`src/hw/mm_params.svh`:
```
/*
 * Montgomery multiplier parameters
 * Word size, word count, AXI4-Lite widths and register map
 */
`ifndef MM_PARAMS_SVH
`define MM_PARAMS_SVH

// Datapath sizing
`define MM_RADIX        16
`define MM_WORDS        4
`define MM_WIDTH        (`MM_RADIX * `MM_WORDS)

// AXI4-Lite bus widths
`define MM_AXI_ADDR_W   8
`define MM_AXI_DATA_W   32

// Register map, 64-bit operands take two words at base and base + 4
`define MM_REG_CTRL     8'h00
`define MM_REG_STATUS   8'h04
`define MM_REG_NPRIME   8'h08
`define MM_REG_A        8'h10
`define MM_REG_B        8'h18
`define MM_REG_P        8'h20
`define MM_REG_R        8'h28

`endif

```
`src/hw/mm_pkg.sv`:
```
/*
 * Montgomery multiplier types
 * Operand bundle, raw result and status flags shared across the design
 */
`include "mm_params.svh"

package mm_pkg;

    // ------------------------------------------------------------------------
    // Operand bundle from the register block
    // ------------------------------------------------------------------------
    typedef struct packed {
        logic [`MM_WIDTH-1:0] a;
        logic [`MM_WIDTH-1:0] b;
        logic [`MM_WIDTH-1:0] p;
        // Negated inverse of p modulo 2^radix
        logic [`MM_RADIX-1:0] nprime;
    } mm_operands_t;

    // ------------------------------------------------------------------------
    // Core output before the final subtraction
    // ------------------------------------------------------------------------
    typedef struct packed {
        // Carry out of the top word
        logic                 overflow;
        logic [`MM_WIDTH-1:0] r;
    } mm_result_t;

    // Status register bits
    typedef struct packed {
        logic done;
        logic busy;
    } mm_status_t;

endpackage

```
`src/hw/mm_final_sub.sv`:
```
/*
 * Final conditional subtraction
 * Brings the core result below p and holds it in a register
 */
`timescale 1ns/1ps
`include "mm_params.svh"

module mm_final_sub (
    input  logic                 clk,
    input  logic                 reset_n,
    input  mm_pkg::mm_result_t   result,
    input  logic                 result_valid,
    input  logic [`MM_WIDTH-1:0] p,
    output logic [`MM_WIDTH-1:0] product,
    output logic                 product_valid
);

    logic                 need_sub;
    logic [`MM_WIDTH-1:0] diff;

    // Core result is below 2p, one subtraction is enough
    assign need_sub = result.overflow || (result.r >= p);
    assign diff     = result.r - p;

    always_ff @(posedge clk) begin
        if (result_valid) begin
            product <= need_sub ? diff : result.r;
        end
    end

    always_ff @(posedge clk or negedge reset_n) begin
        if (!reset_n) begin
            product_valid <= 1'b0;
        end else begin
            product_valid <= result_valid;
        end
    end

    // Holds only while A and B stay below P
    a_reduced: assert property (@(posedge clk) disable iff (!reset_n) product_valid |-> product < p);

endmodule

```
`config.mk`:
```
export PLATFORM = sky130hd
export DESIGN_NAME = mm_final_sub
export DESIGN_NICKNAME = d
export VERILOG_FILES = /design/src/hw/mm_pkg.sv /design/src/hw/mm_final_sub.sv
export VERILOG_INCLUDE_DIRS = /design/src /design/src/hw
export SDC_FILE = /design/constraint.sdc
export NUM_CORES = 1
export LEC_CHECK = 0
export ABC_AREA = 1
export ABC_CLOCK_PERIOD_IN_PS = 800
export BUFFER_PORTS_ARGS = -buffer_cell sky130_fd_sc_hd__clkbuf_2
export CORE_ASPECT_RATIO = 1.75
export CORE_MARGIN = 4
export CORE_UTILIZATION = 25
export DETAILED_ROUTE_END_ITERATION = 10
export SETUP_SLACK_MARGIN = 0.15
export SYNTH_ARGS = -nofsm -noshare
export SYNTH_HDL_FRONTEND = slang
export SYNTH_SLANG_ARGS = --single-unit
```
`constraint.sdc`:
```
create_clock -name clk -period 0.8 [get_ports clk]
set_input_delay 0.2 -clock clk [delete_from_list [all_inputs] [get_ports clk]]
set_output_delay 0.2 -clock clk [all_outputs]
set_load 0.005 [all_outputs]
```
==> load_flow_metrics.sql <==
INSERT INTO impl_metrics (metric_group, metric, value, unit) VALUES
('outcome', 'run_status', 'finished, violations left', ''),
('outcome', 'violations', 'setup timing', ''),
('route', 'drt_drc_violations_left', '0', ''),
('timing', 'final.setup.tns', '-91.89', 'ns'),
('floorplan', 'ioPinCount', '197', ''),
('pwr', 'power.internal', '12.2', 'mW'),
('worst_setup_path', 'path_common_cell', 'nand2_4', ''),
('timing', 'final-hold-violation-count', '0', ''),
('timing', 'timing.final.setup_violations', '129', ''),
('logic_synthesis', 'ys_ff_latch', '65', ''),
('layout', 'numnets_final', '2367', ''),
('pwr', 'tot_pwr', '19.6', 'mW'),
('grt', 'grt_remaining_overflow', '0', ''),
('worst_setup_path', 'critPathBufInv', '5', ''),
('floorplan', 'die_height', '261', 'µm'),
('clocking', 'clock-sinks', '65', ''),
('floorplan', 'design.core.area', '0.0360', 'mm²'),
('layout', 'post_route_cells_drive_above_1_share', '0.349', ''),
('route', 'detail-route-antenna-nets', '0', ''),
('timing', 'rsz0062_at_grt', 'true', ''),
('layout', 'area_growth', '59.5', '%'),
('worst_setup_path', 'crit_path_max_incr_delay', '0.34', 'ns'),
('timing', 'timing_worst_slew_pin_value', '0.347', 'ns'),
('pwr', 'sequential_power_share', '0.236', ''),
('worst_setup_path', 'critical_path_class', 'in -> reg', ''),
('pwr', 'power_spent_charging_and_discharging_nets', '7.41', 'mW'),
('timing', 'worst_slew_margin_rel', '0.769', ''),
('worst_setup_path', 'timing.critical_path.arrival', '2.12', 'ns'),
('placed_design', 'numPortBuffers', '196', ''),
('layout', 'layoutNonFillerInstCount', '2645', ''),
('floorplan', 'floorplan.initialDensity', '0.254', ''),
('worst_setup_path', 'timing.critical_path.cells', 'clkbuf_16 > inv_12 > ha_4 > fa_2 > inv_2 > nand3_2 > nand2_4 > nand2_4 > nand2_4 > nand2_2 > nand2_2 > nand2_2 > nand3_4 > nand2_4 > nand2_8 > inv_16 > buf_12 > nand2_1 > nand2_1', ''),
('pwr', 'pwr_density_cell', '1350', 'mW/mm²'),
('clocking', 'numCtsBuffers', '9', ''),
('worst_setup_path', 'timing.critical_path.max_delay_family', 'simple AND/OR/NAND/NOR gates', ''),
('clocking', 'tritoncts', 'yes', ''),
('route', 'postRouteWirelength', '44200', 'µm'),
('pwr', 'p_leak', '8.69', 'nW'),
('logic_synthesis', 'yosysWarnings', '0', ''),
('logic_synthesis', 'synthesis.area', '0.00914', 'mm²'),
('placed_design', 'post-place-cells', '2607', ''),
('worst_setup_path', 'endpoint_kind', 'flip-flop', ''),
('timing', 'fmax', '502', 'MHz'),
('pwr', 'pwr-share-comb', '0.499', ''),
('timing', 'final_critical_path_setup_slack', '-1.19', 'ns'),
('grt', 'antenna_found_initial', '0', ''),
('route', 'route.vias.total', '11500', ''),
('layout', 'diodes', '0', ''),
('pwr', 'irDropWorstVdd', '1.16', 'mV'),
('clocking', 'h-tree-depth', '3', ''),
('placed_design', 'dpl_cell_area', '0.0131', 'mm²'),
('worst_setup_path', 'critical_path.slowest_cell', 'fa_2', ''),
('floorplan', 'rows', '92', ''),
('floorplan', 'die_area', '0.0398', 'mm²'),
('layout', 'design_area', '0.0146', 'mm²'),
('layout', 'final_core_util', '0.405', ''),
('timing', 'period_utilization_post_route', '2.49', ''),
('logic_synthesis', 'synth.lib_cells_used.distinct', '34', ''),
('logic_synthesis', 'netlist_instances', '1643', ''),
('timing', 'final_max_slew_viol_count', '0', ''),
('worst_hold_path', 'timing.hold.worst.class', 'in -> reg', ''),
('timing', 'post_route_worst_hold_slack', '0.107', 'ns'),
('pwr', 'clock_share_of_power', '0.265', ''),
('grt', 'vias_in_the_first_global_route', '11600', ''),
('route', 'detailedRoute.firstPassIterationCount', '5', ''),
('route', 'drt_iter0_markers', '434', ''),
('worst_setup_path', 'critPathRequiredTime', '0.93', 'ns'),
('clocking', 'cts_max_path_buffers', '2', ''),
('logic_synthesis', 'seq_area_frac_synth', '0.213', ''),
('grt', 'global_route.usage.total', '0.215', ''),
('grt', 'grt_pass1_wl', '64000', 'µm');
cells in the final DEF, fill, tap and decap left out, drive strengths merged, types with 2 or more instances in the layout:
cell type / count
a21oi: 42
and2: 5
and3: 3
buf: 334
bufinv: 4
clkbuf: 204
clkinv: 3
edfxtp: 64
ha: 64
inv: 403
nand2: 763
nand3: 93
nand4: 20
nor2: 118
nor3: 10
o21ai: 6
o21bai: 2
xor2: 30
cell usage after synthesis, drive strengths merged:
cell,instances,area [µm²]
nand2,763,2910
inv,403,1520
nor2,118,478
nand3,93,541
edfxtp,64,1920
ha,64,801
a21oi,42,214
xor2,30,263
nand4,20,125
buf,14,135
nor3,10,65.1
o21ai,6,30.0
and2,5,31.3
and3,3,18.8
o21bai,2,15.0
a21o,1,7.51
dfrtp,1,25.0
fa,1,20.0
nor4,1,6.26
o211ai,1,7.51
xnor2,1,8.76
layout make-up:
| cell class | instances | area (µm²) |
|---|---|---|
| well taps | 470 | 588 |
| fillers | 3880 | 21400 |
| clock buffers | 9 | 225 |
| multi-input cells | 1161 | 6410 |
| clock inverters | 7 | 143 |
| flip-flops and latches | 65 | 1950 |
| repair buffers | 530 | 3730 |
| inverters | 403 | 1540 |
state kept, by name, indices dropped and copies added (netlist names):
register       flops
product           64
product_valid      1
path summary, 6_finish.rpt:
kind	start	slack, ns	cells after the start	to
max	result[0]	-1.19	19	product[34]
min	result[8]	0.11	3	product[8]
max in group asynchronous	reset_n	0.59	2	product_valid
min in group asynchronous	reset_n	0.13	2	product_valid
logic make-up after synthesis:
| kind of cell | share of synthesized area |
|---|---|
| buffers and inverters | 0.181 |
| and+or+nand+nor | 0.457 |
| AOI/OAI and AO/OA | 0.0300 |
| xor gates and xnor gates | 0.0297 |
| DFF | 0.213 |
| adders and majority gates | 0.0898 |
timing repair:
item,4_1_cts,5_1_grt
setup endpoints to repair,129,129
gates cloned,5,0
resized for setup,167,31
hold endpoints to repair,1,0
pin swaps,17,3
hold buffers,1,0
setup buffers,14,2
layer usage:
layer | up-vias | part of all wire | global-route usage | routed length [µm]
met1 | 5200 | 0.32 | 0.184 | 14200
li1 | 5933 | - | - | -
met3 | 106 | 0.029 | 0.0253 | 1290
met5 | - | 0 | 0 | 0
met2 | 246 | 0.58 | 0.456 | 25800
met4 | 0 | 0.066 | 0.133 | 2930
tightest hold or removal path, delay by kind of cell:
family                 cells  cell delay [ns]
and+or+nand+nor            2             0.09
buffers and inverters      1             0.10
power groups by stage:
stage	registers [mW]	logic (mW)	clock network, mW
after floorplan	4.73	4.17	0
after global placement	4.73	8.72	0
after detailed placement	4.72	8.81	0
after CTS	4.65	9.71	5.27
after global routing	4.68	10.7	5.35
final	4.64	9.80	5.20
Note: power is estimated with default switching activity, not from simulation.
