==> config.mk <==
export PLATFORM = sky130hd
export DESIGN_NAME = mm_axil_regs
export DESIGN_NICKNAME = d
export VERILOG_FILES = /design/src/hw/mm_pkg.sv /design/src/hw/mm_axil_regs.sv
export VERILOG_INCLUDE_DIRS = /design/src /design/src/hw
export SDC_FILE = /design/constraint.sdc
export NUM_CORES = 1
export LEC_CHECK = 0
export ABC_CLOCK_PERIOD_IN_PS = 6400
export BUFFER_PORTS_ARGS = -buffer_cell sky130_fd_sc_hd__buf_4
export CAP_MARGIN = 20
export CELL_PAD_IN_SITES_DETAIL_PLACEMENT = 1
export CELL_PAD_IN_SITES_GLOBAL_PLACEMENT = 1
export CORE_ASPECT_RATIO = 0.7
export CORE_MARGIN = 2
export CORE_UTILIZATION = 46
export CTS_CLUSTER_DIAMETER = 100
export CTS_CLUSTER_SIZE = 20
export DETAILED_ROUTE_END_ITERATION = 8
export PLACE_DENSITY = 0.86
export SYNTH_ARGS = -nofsm -noshare
export SYNTH_HDL_FRONTEND = slang
export SYNTH_SLANG_ARGS = --single-unit
==> constraint.sdc <==
create_clock -name clk -period 6.4 [get_ports clk]
set_clock_uncertainty 0.15 [all_clocks]
set_input_delay 1.6 -clock clk [delete_from_list [all_inputs] [get_ports clk]]
set_output_delay 1.6 -clock clk [all_outputs]
set_load 0.02 [all_outputs]
==> src/hw/mm_params.svh <==
/*
 * Montgomery multiplier parameters
 * Word size, word count, AXI4-Lite widths and register map
 */
`ifndef MM_PARAMS_SVH
`define MM_PARAMS_SVH

// Datapath sizing
`define MM_RADIX        16
`define MM_WORDS        4
`define MM_WIDTH        (`MM_RADIX * `MM_WORDS)

// AXI4-Lite bus widths
`define MM_AXI_ADDR_W   8
`define MM_AXI_DATA_W   32

// Register map, 64-bit operands take two words at base and base + 4
`define MM_REG_CTRL     8'h00
`define MM_REG_STATUS   8'h04
`define MM_REG_NPRIME   8'h08
`define MM_REG_A        8'h10
`define MM_REG_B        8'h18
`define MM_REG_P        8'h20
`define MM_REG_R        8'h28

`endif

==> src/hw/mm_pkg.sv <==
/*
 * Montgomery multiplier types
 * Operand bundle, raw result and status flags shared across the design
 */
`include "mm_params.svh"

package mm_pkg;

    // ------------------------------------------------------------------------
    // Operand bundle from the register block
    // ------------------------------------------------------------------------
    typedef struct packed {
        logic [`MM_WIDTH-1:0] a;
        logic [`MM_WIDTH-1:0] b;
        logic [`MM_WIDTH-1:0] p;
        // Negated inverse of p modulo 2^radix
        logic [`MM_RADIX-1:0] nprime;
    } mm_operands_t;

    // ------------------------------------------------------------------------
    // Core output before the final subtraction
    // ------------------------------------------------------------------------
    typedef struct packed {
        // Carry out of the top word
        logic                 overflow;
        logic [`MM_WIDTH-1:0] r;
    } mm_result_t;

    // Status register bits
    typedef struct packed {
        logic done;
        logic busy;
    } mm_status_t;

endpackage

==> src/hw/mm_axil_regs.sv <==
/*
 * AXI4-Lite register block
 * Operand, control, status and result registers with start qualification
 */
`timescale 1ns/1ps
`include "mm_params.svh"

module mm_axil_regs (
    input  logic                      clk,
    input  logic                      reset_n,
    input  logic [`MM_AXI_ADDR_W-1:0] awaddr,
    input  logic                      awvalid,
    output logic                      awready,
    input  logic [`MM_AXI_DATA_W-1:0] wdata,
    input  logic [3:0]                wstrb,
    input  logic                      wvalid,
    output logic                      wready,
    output logic [1:0]                bresp,
    output logic                      bvalid,
    input  logic                      bready,
    input  logic [`MM_AXI_ADDR_W-1:0] araddr,
    input  logic                      arvalid,
    output logic                      arready,
    output logic [`MM_AXI_DATA_W-1:0] rdata,
    output logic [1:0]                rresp,
    output logic                      rvalid,
    input  logic                      rready,
    output mm_pkg::mm_operands_t      operands,
    output logic                      start,
    output logic                      done,
    input  mm_pkg::mm_status_t        status,
    input  logic [`MM_WIDTH-1:0]      product,
    input  logic                      product_valid
);

    // ------------------------------------------------------------------------
    // Write channel
    // ------------------------------------------------------------------------
    logic                      aw_full;
    logic                      w_full;
    logic [`MM_AXI_ADDR_W-1:0] aw_q;
    logic [`MM_AXI_DATA_W-1:0] w_q;
    logic                      do_write;
    logic [`MM_WIDTH-1:0]      r_q;

    // Narrow strobes count as full writes
    assign awready  = !aw_full && !bvalid;
    assign wready   = !w_full && !bvalid;
    assign do_write = aw_full && w_full && !bvalid;
    assign bresp    = 2'b00;
    assign rresp    = 2'b00;

    always_ff @(posedge clk) begin
        if (awvalid && awready) aw_q <= awaddr;
        if (wvalid && wready) w_q <= wdata;
    end

    always_ff @(posedge clk or negedge reset_n) begin
        if (!reset_n) begin
            aw_full <= 1'b0;
            w_full  <= 1'b0;
            bvalid  <= 1'b0;
            start   <= 1'b0;
            done    <= 1'b0;
        end else begin
            if (awvalid && awready) aw_full <= 1'b1;
            if (wvalid && wready) w_full <= 1'b1;
            if (do_write) begin
                aw_full <= 1'b0;
                w_full  <= 1'b0;
                bvalid  <= 1'b1;
            end else if (bready) begin
                bvalid <= 1'b0;
            end
            // Start only when idle, a start during a run is dropped
            start <= do_write && (aw_q == `MM_REG_CTRL) && w_q[0] && !status.busy;
            if (start) done <= 1'b0;
            else if (product_valid) done <= 1'b1;
        end
    end

    // Operand and result storage
    always_ff @(posedge clk) begin
        if (do_write) begin
            case (aw_q)
                `MM_REG_NPRIME:         operands.nprime <= w_q[`MM_RADIX-1:0];
                `MM_REG_A:              operands.a[31:0] <= w_q;
                `MM_REG_A + 8'h04:      operands.a[63:32] <= w_q;
                `MM_REG_B:              operands.b[31:0] <= w_q;
                `MM_REG_B + 8'h04:      operands.b[63:32] <= w_q;
                `MM_REG_P:              operands.p[31:0] <= w_q;
                `MM_REG_P + 8'h04:      operands.p[63:32] <= w_q;
                default: ;
            endcase
        end
        if (product_valid) r_q <= product;
    end

    // ------------------------------------------------------------------------
    // Read channel
    // ------------------------------------------------------------------------
    assign arready = !rvalid;

    always_ff @(posedge clk or negedge reset_n) begin
        if (!reset_n) begin
            rvalid <= 1'b0;
        end else if (arvalid && arready) begin
            rvalid <= 1'b1;
        end else if (rready) begin
            rvalid <= 1'b0;
        end
    end

    always_ff @(posedge clk) begin
        if (arvalid && arready) begin
            case (araddr)
                `MM_REG_STATUS:    rdata <= {30'b0, status.done, status.busy};
                `MM_REG_NPRIME:    rdata <= `MM_AXI_DATA_W'(operands.nprime);
                `MM_REG_A:         rdata <= operands.a[31:0];
                `MM_REG_A + 8'h04: rdata <= operands.a[63:32];
                `MM_REG_B:         rdata <= operands.b[31:0];
                `MM_REG_B + 8'h04: rdata <= operands.b[63:32];
                `MM_REG_P:         rdata <= operands.p[31:0];
                `MM_REG_P + 8'h04: rdata <= operands.p[63:32];
                `MM_REG_R:         rdata <= r_q[31:0];
                `MM_REG_R + 8'h04: rdata <= r_q[63:32];
                // CTRL and unmapped offsets
                default:           rdata <= '0;
            endcase
        end
    end

endmodule

==> impl_metrics.tcl <==
set metrics [dict create \
    status "finished clean" \
    ctsHoldBuffers 0 \
    clkSinkCount 350 \
    grt_start_max_net_pins 66 \
    synth.largest_area_cell "edfxtp_1" \
    dr_total_vias 8540 \
    path_buf_inv 2 \
    yosysWarnings 0 \
    finalHoldViolCount 0 \
    fin_crit_sh_pct 60.1 \
    grt_setup_unrepaired "no" \
    crit_path_cell_trace "buf_4, buf_4, mux2_2, a22oi_1, o32ai_2, a21o_1" \
    area_growth_pct 29.7 \
    cts_root_buf "clkbuf_16" \
    fill_cells 2565 \
    postCtsResizedCells 0 \
    port_buffers 368 \
    ir_drop_uv 201 \
    end_kind "flip-flop" \
    drive_above_1_share_pct 40.9 \
    crit_path_top_delay_cell "buf_4" \
    synth.top_cell.area_share_pct 79.4 \
    core_um2 27800 \
    critPathMaxFanout 58 \
    ys.flop_type "edfxtp_1" \
    antenna_found_initial 0 \
    reg2reg_depth 5 \
    dieWidth_um 205 \
    synth_area_um2 13000 \
    power_density_nw_per_um2 265 \
    relSlewSlack_pct 27.5 \
    clk_pin_slew_ps 80 \
    cts_inserted_buffers 21 \
    fin_setup_tns_ps 0 \
    drt_iter0_markers 583 \
    clk_latency_ps 520 \
    cpPeakStageDelay_ps 680 \
    clockBufferDepth 3 \
    fmaxAchievable_ghz 0.260 \
    fp.dieArea_um2 29700 \
    h-tree-depth 1 \
    n_antenna_cell 0 \
    post-cts-setup-buffer-count 0 \
    seq_area_frac_synth_pct 80.6 \
    synth_common_cells "344 x edfxtp_1, 49 x a22oi_1, 47 x mux2i_1, 20 x o22ai_1, 17 x clkbuf_1" \
    boundaryPins 377 \
    ys_ff_latch 350 \
    grt_overflow 0 \
    critPathArrivalTime_ps 3980 \
    worst_hold_path_type "flip-flop to flip-flop" \
    cpMostUsedCell "buf_4" \
    worstSetupStartpointType "input pin" \
    synth_most_common_cell "edfxtp_1" \
    synth_enable_flop_cells 344 \
    synthCells 693 \
    synth_area_leaders "edfxtp_1 79%, mux2i_1 3.6%, a22oi_1 2.8%" \
    row_count 51 \
    crit_type "input pin to flip-flop" \
    first_pass_iters 5 \
    drv_slew 0 \
    hold_path_depth 1 \
    grt_usage_pct 28.8 \
    async_reset_ff_share_pct 1.71 \
    die_h_um 145 \
    cp_num_cells 6 \
    layout.nets 1189 \
    grt_first_pass_wirelength_mm 61.2 \
    initial_core_util_pct 46.8 \
    post-route-min-period_ps 3850 \
    drtAntennaViolNets 0 \
    critPathTopFamily "buffers and inverters" \
    maxCapViolations 0 \
    dpl.hpwl_mm 29.2 \
    tritoncts "built" \
    tightest_slew_ps 1090 \
    via_per_inst 5.93 \
    postLayoutCoreUtil_pct 60.7 \
    synth.distinct_cells 52 \
    p_leak_nw 6.20 \
    grt_pass1_vias 9070 \
    drc 0 \
    drt_wl_total_mm 44.0 \
    gp_congestion 0.826 \
    avgRoutedWirePerCell_um 30.6 \
    cp.required_ps 6530 \
    syn_area_per_cell_um2 18.8 \
    setup_viol 0 \
]
[layout by cell type (no fill, tap or decap), types with 4 or more instances in the layout]
cell type | synthesis | layout
a211oi_1 | 4 | 4
nand3b_1 | 6 | 6
dfrtp_1 | 6 | 6
buf_4 | 6 | 386
a211o_1 | 12 | 12
o22ai_1 | 20 | 20
nor3_1 | 6 | 4
mux2i_1 | 47 | 47
clkbuf_1 | 17 | 7
a221o_1 | 5 | 5
conb_1 | 1 | 4
a221oi_1 | 12 | 12
edfxtp_1 | 344 | 344
a22o_1 | 12 | 12
nor2_1 | 13 | 9
nand2_1 | 16 | 16
nor2_4 | 0 | 4
a22oi_1 | 49 | 49
nand3_1 | 8 | 8
a21oi_1 | 7 | 7
mux2_2 | 5 | 5
o21ai_0 | 6 | 6
clkbuf_16 | 0 | 21
o221ai_1 | 16 | 16
[stage by stage]
| step | setup WS (ps) | total power (W) | cell area [µm²] | cells | hold slack [ps] |
|---|---|---|---|---|---|
| floorplan | 2060 | 0.00295 | 13000 | 696 | 343 |
| global route | 2490 | 0.00459 | 16900 | 1440 | 293 |
| CTS | 2610 | 0.00449 | 16800 | 1439 | 281 |
| global placement | 2090 | 0.00315 | 16300 | 1409 | 263 |
| finish | 2550 | 0.00447 | 16900 | 1440 | 277 |
| detailed placement | 2050 | 0.00319 | 16300 | 1410 | 270 |
[state kept, by name, summed over array words and instances, names as in the netlist]
| register | cells |
|---|---|
| start | 1 |
| bvalid | 1 |
| rdata | 32 |
| w_q | 32 |
| r_q | 64 |
| done | 1 |
| w_full | 1 |
| aw_q | 8 |
| rvalid | 1 |
| aw_full | 1 |
| operands | 208 |
[routing by layer]
layer	up-vias	GRT usage, %	wire length [µm]
li1	3593	-	-
met1	4402	37.0	17100
met2	462	49.3	21700
met3	83	6.74	3870
met4	0	8.44	1280
met5	-	0	0
[worst register-to-register path, stage by stage (launching register included)]
cell and delay (ps):
dfrtp_1 430, nand3b_1 190, or3_1 430, or3_1 470
nor2_4 490, buf_4 490
[cells by family after synthesis]
| family | synth area share (%) |
|---|---|
| flops | 80.6 |
| compound gates | 9.24 |
| simple gates | 3.79 |
| mux | 4.57 |
| buf+inv | 1.81 |
| other cells | 0.0288 |
[final timing paths]
path,from,to,slack (ps)
min in group asynchronous,reset_n,aw_full,730
max,araddr[2],rdata[11],2550
min,start,done,280
min reg2reg,start,done,280
max in group asynchronous,reset_n,start,5260
max reg2reg,bvalid,operands[26],3400
[layout make-up]
cell class	instances	area (µm²)	area share, %
clock buffer	28	552	3.27
tap	371	464	2.75
multi-input combinational	300	2410	14.3
inverter	2	7.51	0.0445
sequential	350	10500	62.1
clock inverter	1	11.3	0.0667
timing repair buffer	388	2950	17.5
[where the power goes]
| part | switching [W] | internal [W] | total, W |
|---|---|---|---|
| combinational | 0.000221 | 0.000138 | 0.000359 |
| clock | 0.000721 | 0.000607 | 0.00133 |
| sequential | 0.0000975 | 0.00269 | 0.00278 |
| total | 0.00104 | 0.00343 | 0.00447 |
Note: power is estimated with default switching activity, not from simulation.
